==> config.mk <==
export PLATFORM = sky130hd
export DESIGN_NAME = rv_core_top
export DESIGN_NICKNAME = d
export VERILOG_FILES = /design/src/core_pkg.sv /design/src/apb_if.sv /design/src/apb_arbiter.sv /design/src/exec_unit.sv /design/src/fetch_unit.sv /design/src/lsu.sv /design/src/rv_core_top.sv
export SDC_FILE = /design/constraint.sdc
export NUM_CORES = 2
export LEC_CHECK = 0
export BUFFER_PORTS_ARGS = -buffer_cell sky130_fd_sc_hd__buf_2
export CORE_ASPECT_RATIO = 1.1
export CORE_UTILIZATION = 60
export CTS_BUF_LIST = sky130_fd_sc_hd__clkbuf_8
export CTS_CLUSTER_DIAMETER = 60
export CTS_CLUSTER_SIZE = 20
export DETAILED_ROUTE_END_ITERATION = 10
export PLACE_DENSITY_LB_ADDON = 0.1
export SETUP_SLACK_MARGIN = 0.3
export SYNTH_ARGS = -nofsm -noshare
export SYNTH_HDL_FRONTEND = slang
export SYNTH_HIERARCHICAL = 1
export SYNTH_SLANG_ARGS = --single-unit
==> constraint.sdc <==
create_clock -name clk_i -period 8.1 [get_ports clk_i]
set_input_delay 2.43 -clock clk_i [delete_from_list [all_inputs] [get_ports clk_i]]
set_output_delay 2.43 -clock clk_i [all_outputs]
set_load 0.03 [all_outputs]
==> src/core_pkg.sv <==
// Shared widths, opcodes, trap causes and instruction views, imported by every core module
`default_nettype none

package core_pkg;

  // ========================================
  // Word and address widths
  // ========================================
  localparam int XLEN = 32;

  typedef logic [XLEN-1:0] addr_t;
  typedef logic [XLEN-1:0] word_t;

  // Major opcodes the core understands
  typedef enum logic [6:0] {
    OPC_OP     = 7'b0110011,
    OPC_OP_IMM = 7'b0010011,
    OPC_LOAD   = 7'b0000011,
    OPC_STORE  = 7'b0100011,
    OPC_BRANCH = 7'b1100011
  } opcode_e;

  // RISC-V mcause numbers for the three kept traps
  typedef enum logic [3:0] {
    CAUSE_ILLEGAL_INSTR    = 4'd2,
    CAUSE_LOAD_MISALIGNED  = 4'd4,
    CAUSE_STORE_MISALIGNED = 4'd6
  } trap_cause_e;

  // ========================================
  // One instruction word, two field layouts
  // ========================================
  // R view also yields the I immediate as {funct7, rs2}
  // S view also yields the B immediate from imm_hi and imm_lo
  typedef union packed {
    struct packed {
      logic [6:0] funct7;
      logic [4:0] rs2;
      logic [4:0] rs1;
      logic [2:0] funct3;
      logic [4:0] rd;
      opcode_e    opcode;
    } r;
    struct packed {
      logic [6:0] imm_hi;
      logic [4:0] rs2;
      logic [4:0] rs1;
      logic [2:0] funct3;
      logic [4:0] imm_lo;
      opcode_e    opcode;
    } s;
  } instr_u;

  // A store to this address marks the end of a test program
  localparam addr_t HALT_ADDR = 32'h0000_0FFC;

endpackage

`default_nettype wire

==> src/apb_if.sv <==
// APB signal bundle between a core-side manager and the arbiter acting as completer
`timescale 1ns/1ps
`default_nettype none

interface apb_if;
  import core_pkg::*;

  addr_t paddr;
  logic  psel;
  logic  penable;
  logic  pwrite;
  word_t pwdata;
  word_t prdata;
  logic  pready;

  // Fetch and load/store units drive requests
  modport manager (
    output paddr, psel, penable, pwrite, pwdata,
    input  prdata, pready
  );

  // Arbiter side, returns data and ready
  modport completer (
    input  paddr, psel, penable, pwrite, pwdata,
    output prdata, pready
  );

endinterface

`default_nettype wire

==> src/apb_arbiter.sv <==
// Fixed-priority APB arbiter merging fetch and load/store managers onto one external port
`timescale 1ns/1ps
`default_nettype none

module apb_arbiter (
  input  logic            clk_i,
  input  logic            rst_ni,
  apb_if.completer        fetch_bus_i,
  apb_if.completer        data_bus_i,
  output core_pkg::addr_t paddr_o,
  output logic            psel_o,
  output logic            penable_o,
  output logic            pwrite_o,
  output core_pkg::word_t pwdata_o,
  input  core_pkg::word_t prdata_i,
  input  logic            pready_i
);
  import core_pkg::*;

  // IDLE doubles as the external setup cycle
  localparam logic A_IDLE   = 1'b0;
  localparam logic A_ACCESS = 1'b1;

  logic state_q;
  logic owner_data_q;
  logic use_data;

  // Data side wins a tie on an idle bus
  assign use_data = (state_q == A_ACCESS) ? owner_data_q : data_bus_i.psel;

  always_ff @(posedge clk_i) begin
    if (!rst_ni) begin
      state_q      <= A_IDLE;
      owner_data_q <= 1'b0;
    end else begin
      case (state_q)
        A_IDLE: begin
          if (fetch_bus_i.psel || data_bus_i.psel) begin
            state_q      <= A_ACCESS;
            owner_data_q <= use_data;
          end
        end
        A_ACCESS: if (pready_i) state_q <= A_IDLE;
        default:  state_q <= A_IDLE;
      endcase
    end
  end

  // ========================================
  // Forward the selected manager
  // ========================================
  always_comb begin
    if (use_data) begin
      paddr_o   = data_bus_i.paddr;
      psel_o    = data_bus_i.psel;
      penable_o = (state_q == A_ACCESS) && data_bus_i.penable;
      pwrite_o  = data_bus_i.pwrite;
      pwdata_o  = data_bus_i.pwdata;
    end else begin
      paddr_o   = fetch_bus_i.paddr;
      psel_o    = fetch_bus_i.psel;
      penable_o = (state_q == A_ACCESS) && fetch_bus_i.penable;
      pwrite_o  = fetch_bus_i.pwrite;
      pwdata_o  = fetch_bus_i.pwdata;
    end
  end

  // Losing manager sits in access with pready low
  assign data_bus_i.pready  = (state_q == A_ACCESS) && owner_data_q && pready_i;
  assign fetch_bus_i.pready = (state_q == A_ACCESS) && !owner_data_q && pready_i;
  assign data_bus_i.prdata  = owner_data_q ? prdata_i : '0;
  assign fetch_bus_i.prdata = owner_data_q ? '0 : prdata_i;

endmodule

`default_nettype wire

==> src/exec_unit.sv <==
// Execute unit with register file, decode, ALU, branches, load/store requests and traps
`timescale 1ns/1ps
`default_nettype none

module exec_unit #(
  parameter core_pkg::addr_t TRAP_VECTOR = '0
) (
  input  logic                  clk_i,
  input  logic                  rst_ni,
  input  logic                  inst_valid_i,
  input  core_pkg::instr_u      inst_i,
  input  core_pkg::addr_t       inst_pc_i,
  output logic                  inst_ready_o,
  output logic                  redirect_o,
  output core_pkg::addr_t       redirect_pc_o,
  output logic                  req_valid_o,
  output logic                  req_write_o,
  output core_pkg::addr_t       req_addr_o,
  output core_pkg::word_t       req_wdata_o,
  input  logic                  done_i,
  input  core_pkg::word_t       rdata_i,
  output logic                  trap_o,
  output core_pkg::trap_cause_e trap_cause_o
);
  import core_pkg::*;

  word_t rf_q [1:31];
  word_t rs1_val;
  word_t rs2_val;
  word_t imm_i;
  word_t imm_s;
  word_t imm_b;
  word_t alu_b;
  word_t alu_res;
  word_t wb_data;
  addr_t mem_addr;
  logic  is_alu;
  logic  is_load;
  logic  is_store;
  logic  is_branch;
  logic  legal;
  logic  is_sub;
  logic  misaligned;
  logic  trap_any;
  logic  taken;
  logic  mem_busy;
  logic  accept;
  logic  rf_we;

  // x0 always reads as zero
  assign rs1_val = (inst_i.r.rs1 == 5'd0) ? '0 : rf_q[inst_i.r.rs1];
  assign rs2_val = (inst_i.r.rs2 == 5'd0) ? '0 : rf_q[inst_i.r.rs2];

  // Immediates from the two views of the same word
  assign imm_i = {{20{inst_i.r.funct7[6]}}, inst_i.r.funct7, inst_i.r.rs2};
  assign imm_s = {{20{inst_i.s.imm_hi[6]}}, inst_i.s.imm_hi, inst_i.s.imm_lo};
  assign imm_b = {{19{inst_i.s.imm_hi[6]}}, inst_i.s.imm_hi[6], inst_i.s.imm_lo[0],
                  inst_i.s.imm_hi[5:0], inst_i.s.imm_lo[4:1], 1'b0};

  // ========================================
  // Decode
  // ========================================
  always_comb begin
    is_alu    = 1'b0;
    is_load   = 1'b0;
    is_store  = 1'b0;
    is_branch = 1'b0;
    legal     = 1'b0;
    case (inst_i.r.opcode)
      OPC_OP: begin
        is_alu = 1'b1;
        // SUB is the only funct7 variant kept
        legal  = ((inst_i.r.funct7 == 7'b0000000) &&
                  (inst_i.r.funct3 inside {3'b000, 3'b100, 3'b110, 3'b111})) ||
                 ((inst_i.r.funct7 == 7'b0100000) && (inst_i.r.funct3 == 3'b000));
      end
      OPC_OP_IMM: begin
        is_alu = 1'b1;
        legal  = (inst_i.r.funct3 == 3'b000);
      end
      OPC_LOAD: begin
        is_load = 1'b1;
        legal   = (inst_i.r.funct3 == 3'b010);
      end
      OPC_STORE: begin
        is_store = 1'b1;
        legal    = (inst_i.s.funct3 == 3'b010);
      end
      OPC_BRANCH: begin
        is_branch = 1'b1;
        legal     = (inst_i.s.funct3 inside {3'b000, 3'b001});
      end
      default: legal = 1'b0;
    endcase
  end

  // ALU, funct3 selects the operation, ADDI shares the adder
  assign is_sub = (inst_i.r.opcode == OPC_OP) && inst_i.r.funct7[5];
  assign alu_b  = (inst_i.r.opcode == OPC_OP) ? rs2_val : imm_i;

  always_comb begin
    case (inst_i.r.funct3)
      3'b100:  alu_res = rs1_val ^ alu_b;
      3'b110:  alu_res = rs1_val | alu_b;
      3'b111:  alu_res = rs1_val & alu_b;
      default: alu_res = is_sub ? (rs1_val - alu_b) : (rs1_val + alu_b);
    endcase
  end

  // Word access only, low address bits must be clear
  assign mem_addr   = rs1_val + (is_store ? imm_s : imm_i);
  assign misaligned = (is_load || is_store) && (mem_addr[1:0] != 2'b00);
  assign trap_any   = !legal || misaligned;

  always_comb begin
    if (!legal) begin
      trap_cause_o = CAUSE_ILLEGAL_INSTR;
    end else if (is_load) begin
      trap_cause_o = CAUSE_LOAD_MISALIGNED;
    end else begin
      trap_cause_o = CAUSE_STORE_MISALIGNED;
    end
  end

  // BEQ when funct3[0] clear, BNE when set
  assign taken = is_branch && ((rs1_val == rs2_val) ^ inst_i.s.funct3[0]);

  // ========================================
  // Handshake, bus request and redirect
  // ========================================
  // Busy while a load or store waits for the LSU
  assign mem_busy     = inst_valid_i && (is_load || is_store) && !trap_any && !done_i;
  assign inst_ready_o = !mem_busy;
  assign accept       = inst_valid_i && inst_ready_o;

  assign req_valid_o = inst_valid_i && (is_load || is_store) && !trap_any;
  assign req_write_o = is_store;
  assign req_addr_o  = mem_addr;
  assign req_wdata_o = rs2_val;

  assign redirect_o    = accept && (trap_any || taken);
  assign redirect_pc_o = trap_any ? TRAP_VECTOR : (inst_pc_i + imm_b);
  assign trap_o        = accept && trap_any;

  // Writeback, trapping instructions leave no result
  assign rf_we   = accept && !trap_any && (is_alu || is_load) && (inst_i.r.rd != 5'd0);
  assign wb_data = is_load ? rdata_i : alu_res;

  always_ff @(posedge clk_i) begin
    if (rst_ni && rf_we) begin
      rf_q[inst_i.r.rd] <= wb_data;
    end
  end

endmodule

`default_nettype wire

==> src/fetch_unit.sv <==
// Instruction fetch with PC, APB word reads and a one-entry buffer feeding the execute unit
`timescale 1ns/1ps
`default_nettype none

module fetch_unit #(
  parameter core_pkg::addr_t RESET_VECTOR = '0
) (
  input  logic             clk_i,
  input  logic             rst_ni,
  apb_if.manager           bus_o,
  output logic             inst_valid_o,
  output core_pkg::instr_u inst_o,
  output core_pkg::addr_t  inst_pc_o,
  input  logic             inst_ready_i,
  input  logic             redirect_i,
  input  core_pkg::addr_t  redirect_pc_i
);
  import core_pkg::*;

  localparam logic [1:0] F_IDLE   = 2'd0;
  localparam logic [1:0] F_SETUP  = 2'd1;
  localparam logic [1:0] F_ACCESS = 2'd2;

  logic [1:0] state_q;
  addr_t      pc_q;
  addr_t      rd_addr_q;
  addr_t      buf_pc_q;
  instr_u     buf_inst_q;
  logic       buf_valid_q;
  logic       stale_q;
  logic       take;
  logic       room;
  logic       start;
  logic       rd_done;

  // Buffer has room if empty or drained this cycle
  assign take    = buf_valid_q && inst_ready_i;
  assign room    = !buf_valid_q || take;
  assign start   = (state_q == F_IDLE) && room && !redirect_i;
  assign rd_done = (state_q == F_ACCESS) && bus_o.pready;

  always_ff @(posedge clk_i) begin
    if (!rst_ni) begin
      state_q     <= F_IDLE;
      pc_q        <= RESET_VECTOR;
      buf_valid_q <= 1'b0;
      stale_q     <= 1'b0;
    end else begin
      case (state_q)
        F_IDLE:   if (start) state_q <= F_SETUP;
        F_SETUP:  state_q <= F_ACCESS;
        F_ACCESS: if (bus_o.pready) state_q <= F_IDLE;
        default:  state_q <= F_IDLE;
      endcase
      // Redirect overrides the sequential PC
      if (redirect_i) begin
        pc_q <= redirect_pc_i;
      end else if (start) begin
        pc_q <= pc_q + 32'd4;
      end
      // Stale or redirected words never reach the buffer
      if (rd_done && !stale_q && !redirect_i) begin
        buf_valid_q <= 1'b1;
      end else if (take || redirect_i) begin
        buf_valid_q <= 1'b0;
      end
      // Read already on the bus keeps running, result dropped
      if (rd_done) begin
        stale_q <= 1'b0;
      end else if (redirect_i && (state_q != F_IDLE)) begin
        stale_q <= 1'b1;
      end
    end
  end

  // Read address and fetched word
  always_ff @(posedge clk_i) begin
    if (start) begin
      rd_addr_q <= pc_q;
    end
    if (rd_done) begin
      buf_inst_q <= bus_o.prdata;
      buf_pc_q   <= rd_addr_q;
    end
  end

  assign bus_o.paddr   = rd_addr_q;
  assign bus_o.psel    = (state_q != F_IDLE);
  assign bus_o.penable = (state_q == F_ACCESS);
  assign bus_o.pwrite  = 1'b0;
  assign bus_o.pwdata  = '0;

  assign inst_valid_o = buf_valid_q;
  assign inst_o       = buf_inst_q;
  assign inst_pc_o    = buf_pc_q;

endmodule

`default_nettype wire

==> src/lsu.sv <==
// Load/store unit carrying one execute-unit word request over APB until done
`timescale 1ns/1ps
`default_nettype none

module lsu (
  input  logic            clk_i,
  input  logic            rst_ni,
  apb_if.manager          bus_o,
  input  logic            req_valid_i,
  input  logic            req_write_i,
  input  core_pkg::addr_t req_addr_i,
  input  core_pkg::word_t req_wdata_i,
  output logic            done_o,
  output core_pkg::word_t rdata_o
);
  import core_pkg::*;

  localparam logic [1:0] L_IDLE   = 2'd0;
  localparam logic [1:0] L_SETUP  = 2'd1;
  localparam logic [1:0] L_ACCESS = 2'd2;

  logic [1:0] state_q;
  addr_t      addr_q;
  word_t      wdata_q;
  logic       write_q;

  // IDLE, then one setup cycle, then access until pready
  always_ff @(posedge clk_i) begin
    if (!rst_ni) begin
      state_q <= L_IDLE;
    end else begin
      case (state_q)
        L_IDLE:   if (req_valid_i) state_q <= L_SETUP;
        L_SETUP:  state_q <= L_ACCESS;
        L_ACCESS: if (bus_o.pready) state_q <= L_IDLE;
        default:  state_q <= L_IDLE;
      endcase
    end
  end

  // Request captured once, stays stable for the whole transfer
  always_ff @(posedge clk_i) begin
    if ((state_q == L_IDLE) && req_valid_i) begin
      addr_q  <= req_addr_i;
      wdata_q <= req_wdata_i;
      write_q <= req_write_i;
    end
  end

  assign bus_o.paddr   = addr_q;
  assign bus_o.psel    = (state_q != L_IDLE);
  assign bus_o.penable = (state_q == L_ACCESS);
  assign bus_o.pwrite  = write_q;
  assign bus_o.pwdata  = wdata_q;

  // Completion cycle, read data straight from the bus
  assign done_o  = (state_q == L_ACCESS) && bus_o.pready;
  assign rdata_o = bus_o.prdata;

endmodule

`default_nettype wire

==> src/rv_core_top.sv <==
// Core top level joining fetch, execute, LSU and arbiter; a store to HALT_ADDR ends a test run
`timescale 1ns/1ps
`default_nettype none

module rv_core_top #(
  parameter core_pkg::addr_t RESET_VECTOR = 32'h0000_0000,
  parameter core_pkg::addr_t TRAP_VECTOR  = 32'h0000_0080
) (
  input  logic                  clk_i,
  input  logic                  rst_ni,
  output core_pkg::addr_t       paddr_o,
  output logic                  psel_o,
  output logic                  penable_o,
  output logic                  pwrite_o,
  output core_pkg::word_t       pwdata_o,
  input  core_pkg::word_t       prdata_i,
  input  logic                  pready_i,
  output logic                  trap_o,
  output core_pkg::trap_cause_e trap_cause_o
);
  import core_pkg::*;

  // Fetch to execute
  logic   inst_valid;
  instr_u inst;
  addr_t  inst_pc;
  logic   inst_ready;
  logic   redirect;
  addr_t  redirect_pc;

  // Execute to LSU
  logic   req_valid;
  logic   req_write;
  addr_t  req_addr;
  word_t  req_wdata;
  logic   done;
  word_t  rdata;

  apb_if fetch_bus ();
  apb_if data_bus ();

  fetch_unit #(
    .RESET_VECTOR(RESET_VECTOR)
  ) u_fetch (
    .clk_i        (clk_i),
    .rst_ni       (rst_ni),
    .bus_o        (fetch_bus),
    .inst_valid_o (inst_valid),
    .inst_o       (inst),
    .inst_pc_o    (inst_pc),
    .inst_ready_i (inst_ready),
    .redirect_i   (redirect),
    .redirect_pc_i(redirect_pc)
  );

  exec_unit #(
    .TRAP_VECTOR(TRAP_VECTOR)
  ) u_exec (
    .clk_i        (clk_i),
    .rst_ni       (rst_ni),
    .inst_valid_i (inst_valid),
    .inst_i       (inst),
    .inst_pc_i    (inst_pc),
    .inst_ready_o (inst_ready),
    .redirect_o   (redirect),
    .redirect_pc_o(redirect_pc),
    .req_valid_o  (req_valid),
    .req_write_o  (req_write),
    .req_addr_o   (req_addr),
    .req_wdata_o  (req_wdata),
    .done_i       (done),
    .rdata_i      (rdata),
    .trap_o       (trap_o),
    .trap_cause_o (trap_cause_o)
  );

  lsu u_lsu (
    .clk_i      (clk_i),
    .rst_ni     (rst_ni),
    .bus_o      (data_bus),
    .req_valid_i(req_valid),
    .req_write_i(req_write),
    .req_addr_i (req_addr),
    .req_wdata_i(req_wdata),
    .done_o     (done),
    .rdata_o    (rdata)
  );

  // Single external APB port shared by both managers
  apb_arbiter u_arbiter (
    .clk_i      (clk_i),
    .rst_ni     (rst_ni),
    .fetch_bus_i(fetch_bus),
    .data_bus_i (data_bus),
    .paddr_o    (paddr_o),
    .psel_o     (psel_o),
    .penable_o  (penable_o),
    .pwrite_o   (pwrite_o),
    .pwdata_o   (pwdata_o),
    .prdata_i   (prdata_i),
    .pready_i   (pready_i)
  );

endmodule

`default_nettype wire

# Yosys cells after proc, flatten, opt, wreduce, memory -nomap -nowiden
# Memory sizes are Yosys's and may differ from the RTL's. A register that Yosys moved wholly into a read port is not among the register bits.
# Cells that the tools add are included.
# op_classes
addsub	5
eq_ne	20
n_mux	41
bitwise	6
reduce_logical	65
# op_table
op	n
32-bit 2-to-1 mux	11
32-bit adder	3
32-bit one-hot mux with 3 select lines	1
32-bit by 3-bit adder with 32-bit output, second input constant	1
32-bit bitwise AND	1
32-bit == test	1
32-bit bitwise OR	1
32-bit subtractor	1
32-bit bitwise XOR	1
1-bit logical AND	29
5-bit 2-to-1 mux	5
7-bit by 6-bit == test with 1-bit output, second input constant	3
1-bit 2-to-1 mux	14
2-bit one-hot mux with 3 select lines	2
2-bit nonzero test	6
5-bit logical NOT	2
2-bit 2-to-1 mux	5
3-bit == test, second input constant	3
1-bit logical NOT	8
1-bit logical OR	8
7-bit by 2-bit == test with 1-bit output, second input constant	1
7-bit by 5-bit == test with 1-bit output, second input constant	1
7-bit == test, second input constant	1
7-bit logical NOT	1
17 further kinds	27
# word_totals
reg_bits	201
mem_bits_rw	992
inputBits	35
out_inout_bits	72
mem_count	1
# memory_table
name	words	width	rd	rd_ports_with_merged_regs	write_ports	line_no	rtl
u_exec.rf_q	31	32	2	2	1	exec_unit.sv:27	word_t rf_q [1:31];

# Logic depth before layout (Yosys ltp)
# logic_depth
depth_word	18
depth_mapped	29
ltp_nobuf	23

# Cells and area by module
# Netlist, hierarchy kept.
# modules_own_cells
mod	n_inst	cells_each	area_per_inst_um2
exec_unit	1	3889	54979.0
fetch_unit	1	395	5378.9
lsu	1	107	2293.4
apb_arbiter	1	161	1622.8

# Worst setup path after synthesis
# OpenSTA, ideal clock, no wires.
# synth_path
path_type	register -> register
startpoint	reg u_fetch.buf_inst_q (netlist bit u_fetch/inst_o[15])
endpoint	reg u_lsu.addr_q[0] (netlist: u_lsu/bus_o.paddr[0]), enable pin
setup_time_ps	477
t_arrival_ps	6213
required_time_ps	7623
slack_ps	1409
stages_incl_launch_ff	17
path_buffers	3
synth_period_minus_slack_ps	6691
cell_sequence	edfxtp_1 clkbuf_1 buf_2 buf_1 mux2i_1 o221ai_1 o21ai_0 a211oi_1 o21ai_0 inv_1 ha_1 inv_1 fa_1 nand2b_1 a21oi_1 and3_1 nor3b_2
# synth_between
elab_chain_cells	9
# synth_lines
element	line_no	rtl
start, declared	fetch_unit.sv:28	instr_u buf_inst_q;
start signal, assigned	fetch_unit.sv:82	buf_inst_q <= bus_o.prdata;
5-bit logical NOT	exec_unit.sv:51	assign rs1_val = (inst_i.r.rs1 == 5'd0) ? '0 : rf_q[inst_i.r.rs1];
32-bit 2-to-1 mux	exec_unit.sv:51	
32-bit adder	exec_unit.sv:111	assign mem_addr = rs1_val + (is_store ? imm_s : imm_i);
2-bit nonzero test	exec_unit.sv:112	assign misaligned = (is_load || is_store) && (mem_addr[1:0] != 2'b00);
1-bit logical AND	exec_unit.sv:112	
1-bit logical OR	exec_unit.sv:113	assign trap_any = !legal || misaligned;
1-bit logical NOT	exec_unit.sv:136	assign req_valid_o = inst_valid_i && (is_load || is_store) && !trap_any;
1-bit logical AND	exec_unit.sv:136	
net req_valid	rv_core_top.sv:32	logic req_valid;
1-bit logical AND	lsu.sv:43	if ((state_q == L_IDLE) && req_valid_i) begin
end signal, assigned	lsu.sv:44	addr_q <= req_addr_i;
end, declared	lsu.sv:23	addr_t addr_q;
# The timed path passes the listed nets, and every way through them passes these cells.
# A chain may end at the register's enable or synchronous reset.

# Worst setup path after layout
# layout_path
startpoint	reg u_fetch.buf_inst_q (netlist bit u_fetch/inst_o[17])
endpoint	out trap_o
# layout_between
elab_chain_cells	12
# layout_lines
element	line_no	rtl
5-bit logical NOT (*)	exec_unit.sv:51	
32-bit 2-to-1 mux (*)	exec_unit.sv:51	
32-bit adder (*)	exec_unit.sv:111	
2-bit nonzero test (*)	exec_unit.sv:112	
1-bit logical AND (*)	exec_unit.sv:112	
1-bit logical OR (*)	exec_unit.sv:113	
1-bit logical NOT	exec_unit.sv:132	assign mem_busy = inst_valid_i && (is_load || is_store) && !trap_any && !done_i;
1-bit logical AND (2 in a row)	exec_unit.sv:132	
1-bit logical NOT	exec_unit.sv:133	assign inst_ready_o = !mem_busy;
1-bit logical AND	exec_unit.sv:134	assign accept = inst_valid_i && inst_ready_o;
1-bit logical AND (*)	exec_unit.sv:143	assign trap_o = accept && trap_any;
end, declared	rv_core_top.sv:18	output logic trap_o,
# Mark *: on every way between the ends. The rest lies on a longest branch, timed or not.

==> flow_summary.toml <==
[layout]
nets = 4853
layout.cells.non_filler = 6127
final_common_cell = "edfxtp_1"
areaGrowthSynthToFinish_pct = 7.83
layout_common_cells = "edfxtp_1, mux2i_1, mux4_2"
stdcell_area_mm2 = 0.0693
drive_gt1_frac = 0.210

[synthesis]
synth_flop_cell = "edfxtp_1"
yosys-top-cells-area = "edfxtp_1, mux4_2, mux2i_1"
syn_avg_cell_area_um2 = 14.1
ys_types = 103
ys_warn_count = 6
async_reset_ff_frac = 0
synth_area_mm2 = 0.0643
synth_seq_area_share = 0.551
synth-seq-cells = 1193
syn_inst = 4552
synth_area_leader_cell = "edfxtp_1"
synth_edf_count = 1153
synth_top_area_frac = 0.539

[clock_tree]
cts_setup_buffers = 0
cts_hold_buf = 0
cts_root_buffer = "clkbuf_8"
cts_tree = "yes"
numCtsBuffers = 93
path_clk_slew_ps = 110
cts.sinks = 1193
cts_buffer_depth = 3
cts_resized = 0
h-tree-depth = 3
clkLatencyLatePin_ps = 870

[sta]
tightest_slew_ps = 1390
maxSlewHeadroom = 0.0718
hold_viol_final = 0
period_share = 0.957
setup_viol = 0
fin_tns_setup_ps = 0
rsz0062_at_grt = "false"
drv_slew = 0
clock_skew_ps = 87.3
fmax_mhz = 129
min_period_ps = 7750

[place]
hpwl_um = 138000
dp_cells = 5959
port_buffers = 104
placed_area_mm2 = 0.0673
gp_congestion = 0.994

[setup_path]
critPathMaxFanout = 18
crit_arrival_ps = 5320
cpLargestDelayFamily = "simple AND/OR/NAND/NOR gates"
max_stage_delay_ps = 900
crit_type = "reg -> out"
cp_cell_sequence = "or2_4 -> or4_1 -> o21ai_0 -> inv_1 -> ha_1 -> inv_1 -> fa_1 -> nand2b_1 -> nand2_1 -> nand2_1 -> and2_1 -> buf_2"
path_buf_inv = 3
worstReg2RegStart = "u_fetch/inst_o[23]$_DFFE_PP_"
worstPathRequired_ps = 5670
start_kind = "flop"
cp-end-kind = "primary output"
r2r_cells = 21
reg2reg_slack_ps = 610
rr_endpoint = "u_exec/rf_q[2][28]$_DFFE_PP_"
cp_slowest_cell = "edfxtp_1"
cp.depth = 12

[hold_path]
min_path_type = "reg -> reg"
holdCritStartpoint = "u_fetch/pc_q[1]$_SDFFE_PN0P_"
hold_end = "u_fetch/bus_o.paddr[1]$_DFFE_PP_"
hold_depth = 0

[power_and_ir_drop]
ir_drop_mv = 0.145
p_leak_nw = 24.5
power_mw = 11.3
powerDensity_mw_per_mm2 = 162

[global_route]
grt_util_all_layers = 0.389
overflow = 0
antenna_found_initial = 2
grt_max_degree = 101
grt_pass1_vias = 42249
grt_pass1_wl_um = 300000

[routing]
dr_total_vias = 44329
drt_iter0_drc = 6328
dr.pass1.iters = 6
via_per_inst = 7.24
routed_wl_um = 213000
detail-route-antenna-nets = 0
drcViolationCount = 0
wire_per_inst_um = 34.7

[job]
max-cap-violations = 0

[die]
num_io_pins = 107
die_h_um = 345
dieArea_mm2 = 0.108
core_mm2 = 0.106
fp.dieW_um = 314
rows = 125
start_util = 0.607

[status]
status = "complete, no violations"
stage by stage:
| step | util | hold slack, ps | setup WS (ps) |
|---|---|---|---|
| after global routing | 0.654 | 473 | 346 |
| after floorplan | - | 408 | 1410 |
| after detailed placement | 0.635 | 421 | 821 |
| final | 0.655 | 448 | 345 |
| after CTS | 0.654 | 450 | 540 |
| after global placement | 0.635 | 411 | 924 |
cell families after synthesis:
kind of cell	share of synthesized area
simple gates	0.0664
other cells	0.000117
buf+inv	0.0411
compound gates	0.104
fa+ha+maj	0.0317
xor+xnor	0.0192
mux	0.187
flops	0.551
power breakdown:
part | internal [mW] | switching (mW) | total [mW]
clock | 1.32 | 2.28 | 3.61
sequential | 6.82 | 0.0401 | 6.86
combinational | 0.274 | 0.518 | 0.793
how the worst max path moves through the flow:
stage / startpoint / endpoint / slack (ps)
5_1_grt: u_fetch/inst_o[20]$_DFFE_PP_ / u_exec/rf_q[2][28]$_DFFE_PP_ / 350
4_1_cts: u_fetch/inst_o[15]$_DFFE_PP_ / trap_o / 540
2_1_floorplan: u_fetch/inst_o[15]$_DFFE_PP_ / u_lsu/bus_o.paddr[0]$_DFFE_PP_ / 1410
3_3_place_gp: u_fetch/inst_o[23]$_DFFE_PP_ / u_exec/rf_q[1][28]$_DFFE_PP_ / 920
6_report: u_fetch/inst_o[17]$_DFFE_PP_ / trap_o / 350
3_5_place_dp: u_fetch/inst_o[23]$_DFFE_PP_ / u_exec/rf_q[2][28]$_DFFE_PP_ / 820
worst reg2reg max path, stage by stage, from the launching register on:
cell and delay (ps):
edfxtp_1 840, buf_4 310, or2_2 350, nor2_1 270, a221oi_2 370, nand3_1 420
a22oi_2 450, nand3_1 230, and4bb_4 470, a31oi_1 120, xnor2_1 150, ha_1 370
o21a_1 170, o211ai_1 110, inv_1 100, o2111a_1 250, o21ai_0 150, buf_4 190
o31a_1 340, o21ai_0 290, xnor2_1 130, a21oi_2 1020
metal layers:
metal  GRT usage  up-vias  part of all wire
li1            -    18255                 -
met1       0.514    22320              0.36
met2       0.601     3107              0.46
met3      0.0887      647              0.12
met4       0.211        0             0.063
met5           0        -                 0
final cells by class:
class	instances	area, um^2
diodes	7	17.5
clock buffers	94	1290
clock inverters	67	744
fillers	7629	36600
inverters	125	469
multi-input cells	2897	26700
flip-flops and latches	1193	35400
well taps	1397	1750
repair buffers	347	2960
synth_stat cells (36+ instances only):
cell / instances
clkbuf_1: 163
buf_2: 48
nor2_1: 242
inv_1: 124
nor2b_1: 65
a21oi_1: 191
dfxtp_1: 40
mux2_4: 50
mux4_2: 303
nand3_1: 53
a31oi_1: 36
o22ai_1: 72
a211oi_1: 59
nand2_1: 117
edfxtp_1: 1153
a21o_1: 62
o221ai_1: 101
nor3b_1: 39
mux2i_1: 372
ha_1: 158
a22oi_1: 64
buf_4: 96
and2_1: 63
xnor2_1: 106
o21ai_0: 183
flip-flops by register name (all words and copies together) (netlist names), 2 cells and up:
signal / cells
u_lsu/bus_o.paddr: 32
u_lsu/bus_o.pwdata: 32
u_exec/rf_q: 992
u_fetch/state_q: 2
u_fetch/pc_q: 32
u_fetch/bus_o.paddr: 32
u_fetch/inst_pc_o: 32
u_fetch/inst_o: 32
u_lsu/state_q: 2
Note: power is estimated with default switching activity, not from simulation.
